**src/logic/link_pkg.sv**
```systemverilog
package link_pkg;

  localparam int LANES    = 2;
  localparam int RECV_W   = 32;
  localparam int ERR_W    = 16;
  localparam int LOCK_RUN = 16;
  localparam int PRBS_W   = 7;

  // different seeds keep the two lanes from carrying the same pattern
  localparam logic [PRBS_W-1:0] PRBS_SEED [LANES] = '{7'h01, 7'h55};

  typedef logic [RECV_W-1:0] recv_cnt_t;
  typedef logic [ERR_W-1:0]  err_cnt_t;

  // x^7 + x^6 + 1 with bit 0 holding the newest bit
  function automatic logic prbs_fb(logic [PRBS_W-1:0] s);
    return s[6] ^ s[5];
  endfunction

  // one step back through the sequence
  function automatic logic [PRBS_W-1:0] prbs_prev(logic [PRBS_W-1:0] s);
    return {s[0] ^ s[6], s[6:1]};
  endfunction

endpackage

```
**src/logic/pad_pkg.sv**
```systemverilog
package pad_pkg;

  // one control word per pad group with the MSB first in pad ring bit order
  typedef struct packed {
    logic       sel_rx_a;
    logic       sel_rx_b;
    logic       sel_tx_a;
    logic       sel_tx_b;
    logic       pd_bias_a;
    logic       pd_bias_b;
    logic [1:0] idset_a;
    logic [1:0] idset_b;
    logic       hyst_a;
    logic       hyst_b;
    logic [1:0] drv_str_a;
    logic [1:0] drv_str_b;
    logic       sr_a;
    logic       sr_b;
    logic       puden_tx_a;
    logic       puden_tx_b;
    logic       puden_rx_a;
    logic       puden_rx_b;
    logic       pudpol_tx_a;
    logic       pudpol_tx_b;
    logic       pudpol_rx_a;
    logic       pudpol_rx_b;
    logic [1:0] test_a;
    logic [1:0] test_b;
    logic       por;
  } pad_ctrl_t;

  // group not under test keeps its bias powered down
  localparam pad_ctrl_t PAD_IDLE = '{pd_bias_a: 1'b1, pd_bias_b: 1'b1, default: '0};

  typedef enum logic [1:0] {nt = 2'd0, et = 2'd1, st = 2'd2, sc = 2'd3} pad_group_e;

endpackage

```
**src/logic/mode_if.sv**
```systemverilog
`timescale 1ns/100ps

interface mode_if;

  pad_pkg::pad_group_e main_mode;
  logic [7:0]          sub_mode;
  // single-cycle strobes
  logic                clr_seq;
  logic                mode_chg;

  modport src (output main_mode, output sub_mode, output clr_seq, output mode_chg);

  modport sink (input main_mode, input sub_mode, input clr_seq, input mode_chg);

endinterface

```
**src/logic/prbs_link.sv**
```systemverilog
`timescale 1ns/100ps

module prbs_link (
  input  logic                       clk,
  input  logic                       reset,
  mode_if.sink                       modes,
  input  logic [link_pkg::LANES-1:0] din,
  output logic [link_pkg::LANES-1:0] dout,
  output link_pkg::recv_cnt_t        recv_cnt,
  output link_pkg::err_cnt_t         err_cnt,
  output logic                       locked
);

  localparam int RUN_W  = $clog2(link_pkg::LOCK_RUN + 1);
  localparam int NERR_W = $clog2(link_pkg::LANES + 1);
  localparam int ERR_W  = link_pkg::ERR_W;

  logic [link_pkg::PRBS_W-1:0] tx_state [link_pkg::LANES];
  logic [link_pkg::PRBS_W-1:0] rx_state [link_pkg::LANES];
  logic [link_pkg::LANES-1:0]  rx_d;
  logic [link_pkg::LANES-1:0]  err;
  logic [NERR_W-1:0]           n_err;
  logic [ERR_W:0]              err_sum;
  logic [RUN_W-1:0]            run;

  // ##########################################################################
  // transmitter drives dout from bit 0 of the generator register
  always_ff @(posedge clk) begin
    for (int i = 0; i < link_pkg::LANES; i++) begin
      if (reset) begin
        tx_state[i] <= link_pkg::PRBS_SEED[i];
      end else begin
        tx_state[i] <= {tx_state[i][5:0], link_pkg::prbs_fb(tx_state[i])};
      end
    end
  end

  always_comb begin
    for (int i = 0; i < link_pkg::LANES; i++) begin
      dout[i] = tx_state[i][0];
    end
  end

  // ##########################################################################
  // receiver reset values line up with the transmitter for a direct loopback
  always_ff @(posedge clk) begin
    for (int i = 0; i < link_pkg::LANES; i++) begin
      if (reset) begin
        rx_d[i]     <= link_pkg::PRBS_SEED[i][1];
        rx_state[i] <= link_pkg::prbs_prev(link_pkg::prbs_prev(link_pkg::PRBS_SEED[i]));
      end else begin
        rx_d[i] <= din[i];
        if (locked) begin
          rx_state[i] <= {rx_state[i][5:0], link_pkg::prbs_fb(rx_state[i])};
        end else begin
          rx_state[i] <= {rx_state[i][5:0], rx_d[i]};
        end
      end
    end
  end

  always_comb begin
    for (int i = 0; i < link_pkg::LANES; i++) begin
      err[i] = rx_d[i] ^ link_pkg::prbs_fb(rx_state[i]);
    end
  end

  assign n_err   = NERR_W'($countones(err));
  assign err_sum = {1'b0, err_cnt} + (ERR_W + 1)'(n_err);

  always_ff @(posedge clk) begin
    if (reset || modes.clr_seq) begin
      locked   <= 1'b0;
      run      <= '0;
      recv_cnt <= '0;
      err_cnt  <= '0;
    end else if (locked) begin
      if (recv_cnt != '1) begin
        recv_cnt <= recv_cnt + 1'b1;
      end
      err_cnt <= err_sum[ERR_W] ? '1 : err_sum[ERR_W-1:0];
    end else if (|err) begin
      run <= '0;
    end else if (run == RUN_W'(link_pkg::LOCK_RUN - 1)) begin
      locked <= 1'b1;
      run    <= '0;
    end else begin
      run <= run + 1'b1;
    end
  end

  a_err_frozen : assert property (@(posedge clk) disable iff (reset)
    !locked && !modes.clr_seq |=> $stable(err_cnt))
    else $error("err_cnt moved while unlocked");

endmodule

```
**src/flat_wrapper.sv**
```systemverilog
// flat-port wrapper written by rule: the top's interface ports become plain ports
module prbs_link_flat 
  (clk, reset, din, dout, recv_cnt, err_cnt, locked, modes_main_mode, modes_sub_mode, modes_clr_seq, modes_mode_chg);
  mode_if modes_i ();
  input  logic clk;
  input  logic reset;
  input  logic [link_pkg::LANES-1:0] din;
  output logic [link_pkg::LANES-1:0] dout;
  output link_pkg::recv_cnt_t recv_cnt;
  output link_pkg::err_cnt_t err_cnt;
  output logic locked;
  input wire logic [$bits(modes_i.main_mode)-1:0] modes_main_mode;
  input wire logic [$bits(modes_i.sub_mode)-1:0] modes_sub_mode;
  input wire logic [$bits(modes_i.clr_seq)-1:0] modes_clr_seq;
  input wire logic [$bits(modes_i.mode_chg)-1:0] modes_mode_chg;
  assign modes_i.main_mode = modes_main_mode;
  assign modes_i.sub_mode = modes_sub_mode;
  assign modes_i.clr_seq = modes_clr_seq;
  assign modes_i.mode_chg = modes_mode_chg;
  prbs_link u_core (.clk(clk), .reset(reset), .modes(modes_i), .din(din), .dout(dout), .recv_cnt(recv_cnt), .err_cnt(err_cnt), .locked(locked));
endmodule
```
**config.mk**
```make
export PLATFORM = sky130hd
export DESIGN_NAME = prbs_link_flat
export DESIGN_NICKNAME = d
export VERILOG_FILES = /design/src/logic/link_pkg.sv /design/src/logic/pad_pkg.sv /design/src/logic/mode_if.sv /design/src/logic/prbs_link.sv /design/src/flat_wrapper.sv
export SDC_FILE = /design/constraint.sdc
export NUM_CORES = 1
export LEC_CHECK = 0
export BUFFER_PORTS_ARGS = -buffer_cell sky130_fd_sc_hd__buf_2
export CAP_MARGIN = 5
export CORE_UTILIZATION = 55
export CTS_CLUSTER_SIZE = 14
export DETAILED_ROUTE_END_ITERATION = 7
export MAX_ROUTING_LAYER = met4
export PLACE_DENSITY = 0.77
export SETUP_SLACK_MARGIN = 0.4
export SYNTH_ARGS = -nofsm -noshare
export SYNTH_HDL_FRONTEND = slang
export SYNTH_SLANG_ARGS = --single-unit
export TNS_END_PERCENT = 50
```
**constraint.sdc**
```tcl
create_clock -name clk -period 2.8 [get_ports clk]
set_input_delay 0.28 -clock clk [delete_from_list [all_inputs] [get_ports clk]]
set_output_delay 0.28 -clock clk [all_outputs]
set_load 0.02 [all_outputs]
```
==> reports/qor.txt <==
average wire per standard cell - 14.0 microns
FF-to-FF Start - u_core.rx_state[0][6]$_DFFE_PP_
Power Density - 526 mW/mm^2
Yosys cell types - 51
Slew headroom - 0.464
post-synthesis sequential area ratio - 0.492
Multi-input gate area - 0.00184 sq mm
clock latency on the worst-skew pair - 0.35 ns
P_leak - 1.69 nW
final setup violating endpoints - 0
share of cells above drive strength 1 - 0.232
#FFs+latches synth - 84
Synth Area per Inst - 9.78 sq um
GRT overflow - 0
CP Class - register to register
I/O pin count - 67
Hold-fix buffers, CTS - 0
Fill cells - 533
Die Wd - 84.1 microns
commonest non-fill, non-tap cells in the layout - dfxtp_1 (70), buf_2 (55), nor2_1 (30), a21oi_1 (28), xnor2_1 (22)
vias per cell - 5.56
Port Buffer Count - 55
FF+latch area - 0.00182 sq mm
failing checks - DRC
clock-pin slew on the worst setup and hold paths - 0.09 ns
Antenna diodes - 0
Mapped Cells - 379
largest net degree at the start of global routing - 34
DRT antenna net count - 0
crit-path leading delay family - simple AND/OR/NAND/NOR gates
YS warnings - 0
final hold vios - 0
placer congestion estimate - 0.847
# DRC - 2
core box area - 0.00642 sq mm
crit-path cells - xor3_1 > inv_1 > fa_1 > nor2b_1 > and3_1 > and3_1 > xnor2_1 > a21oi_1
Worst Setup SP - u_core.rx_state[0][6]$_DFFE_PP_
Tot GR Track Use - 0.225
Worst EP arrival - 2.61 ns
hold path start - din[1]
clock root buffer master - clkbuf_8
RSZ-0062 raised after global routing - yes
setup tns final - 0 ns
Post-DP HPWL - 4980 microns
first-pass GRT wire length - 12,400 microns
r2r setup slk - 0.43 ns
DRT Pass-1 Iters - 6
critical path's slowest cell - edfxtp_1
critical path startpoint category - register
Top FF cell, synth - dfxtp_1
ys async rst share - 0
Worst Path Buf+Inv - 1
clk buf depth - 2
Fmax - 0.423 GHz
synthesis-to-finish area growth - 17.7%
Critical Path Fanout Max - 5
Max rail drop VDD - 0.000406 V
Post-synth EDFFs - 14
total CTS buffers - 9
Vias - 2,945
initial antenna violation count - 0
number of global-route vias before repair - 2,730
status - finished with violations
period utilization - 0.845
Sink Count - 84
Post-Layout Inst Area - 0.00436 sq mm
Tmin final - 2.37 ns
min-delay worst type - primary input to register
max-cap viol count - 0
Mapped Area - 0.00370 sq mm
Crit path largest cell delay - 0.42 ns
most used cell, CP - and3_1
Critical Path RT - 3.04 ns
Area after DPL - 0.00408 sq mm
commonest non-fill, non-tap cell in the layout - dfxtp_1
Worst-Margin Slew - 0.798 ns
FP Rows - 29
initial DRC count - 168
DIE HEIGHT - 84.1 microns
Final Max Tran Viols - 0
WL final - 7440 microns
clock skew - 0.0116 ns
die area - 0.00707 sq mm
Initial Utilization - 0.577
Crit. End Element - register
H-Tree Depth - 3
# nets final - 468
CTS tree - built
==> per-layer routing <==
| layer | wire (microns) | share of wire | vias to the layer above | GRT usage |
|---|---|---|---|---|
| met4 | 127 | 0.017 | 0 | 0.0815 |
| met2 | 3490 | 0.47 | 49 | 0.337 |
| met5 | 0 | 0 | - | - |
| met3 | 277 | 0.037 | 10 | 0.0663 |
| met1 | 3540 | 0.48 | 1412 | 0.291 |
| li1 | - | - | 1474 | - |
==> registers in the layout, summed over array words and instances (netlist names) <==
| name | cells |
|---|---|
| u_core.recv_cnt | 32 |
| u_core.rx_state | 14 |
| u_core.err_cnt | 16 |
| u_core.rx_d | 2 |
| u_core.locked | 1 |
| u_core.tx_state | 14 |
| u_core.run | 5 |
==> final timing paths <==
kind / cells past startpoint / end
worst min register to register: 1 / u_core.tx_state[1][4]$_SDFF_PP1_
worst max-delay path: 8 / u_core.err_cnt[11]$_SDFFE_PP0P_
worst min-delay path: 2 / u_core.rx_d[1]$_SDFF_PP0_
worst max register to register: 8 / u_core.err_cnt[11]$_SDFFE_PP0P_
==> report_power, final <==
part           leakage (nW)  total (mW)  switching, mW  internal, mW
combinational         0.862      0.0855         0.0489        0.0366
sequential            0.705        1.26        0.00979          1.25
clock                 0.118       0.949          0.431         0.518
==> logic make-up (layout without fill, tap and decap cells) <==
group / count (synthesis) / after routing / share of synthesized area
and+or+nand+nor: 159 / 159 / 0.251
DFF: 84 / 84 / 0.492
AOI/OAI and AO/OA: 68 / 68 / 0.116
xor gates and xnor gates: 34 / 34 / 0.0885
buffers and inverters: 27 / 88 / 0.0307
adders and majority gates: 4 / 4 / 0.0155
muxes: 2 / 2 / 0.00574
other: 1 / 14 / 0.00101
==> Yosys cell counts, drive strengths merged, types with 5 or more instances <==
master   count  area share
a2111oi      5       0.015
a211oi       6       0.012
a21oi       28       0.038
and3         8       0.014
and4         7       0.017
buf          7       0.010
clkbuf      11       0.011
dfxtp       70        0.38
edfxtp      14        0.11
inv          9      0.0091
nand2       19       0.019
nand3       17       0.023
nand4       16       0.033
nor2        30       0.030
nor2b       21       0.035
nor3         7       0.012
o21ai       14       0.019
or2          9       0.015
or3         14       0.025
xnor2       22       0.052
xor2        10       0.024
==> metrics by stage <==
step	utilization	power [mW]	setup WS [ns]	cells	hold slack (ns)
floorplan	-	1.35	0.446	392	0.389
global placement	0.635	1.37	0.402	510	0.395
detailed placement	0.635	1.37	0.351	510	0.394
CTS	0.672	2.31	0.401	527	0.152
global route	0.679	2.38	0.307	530	0.157
finish	0.679	2.30	0.434	530	0.155
==> what timing repair did <==
item / CTS / global route
hold endpoints to repair: 0 / 0
setup buffers: 1 / 3
pin swaps: 0 / 1
setup endpoints to repair: 10 / 15
gates resized for setup: 3 / 4
==> layout make-up <==
type,count,area share
inverters,9,0.00775
well taps,77,0.0221
clock inverters,4,0.0115
flip-flops and latches,84,0.418
multi-input cells,281,0.423
clock buffers,12,0.0404
repair buffers,63,0.0777
(Power assumes the default switching activity.)
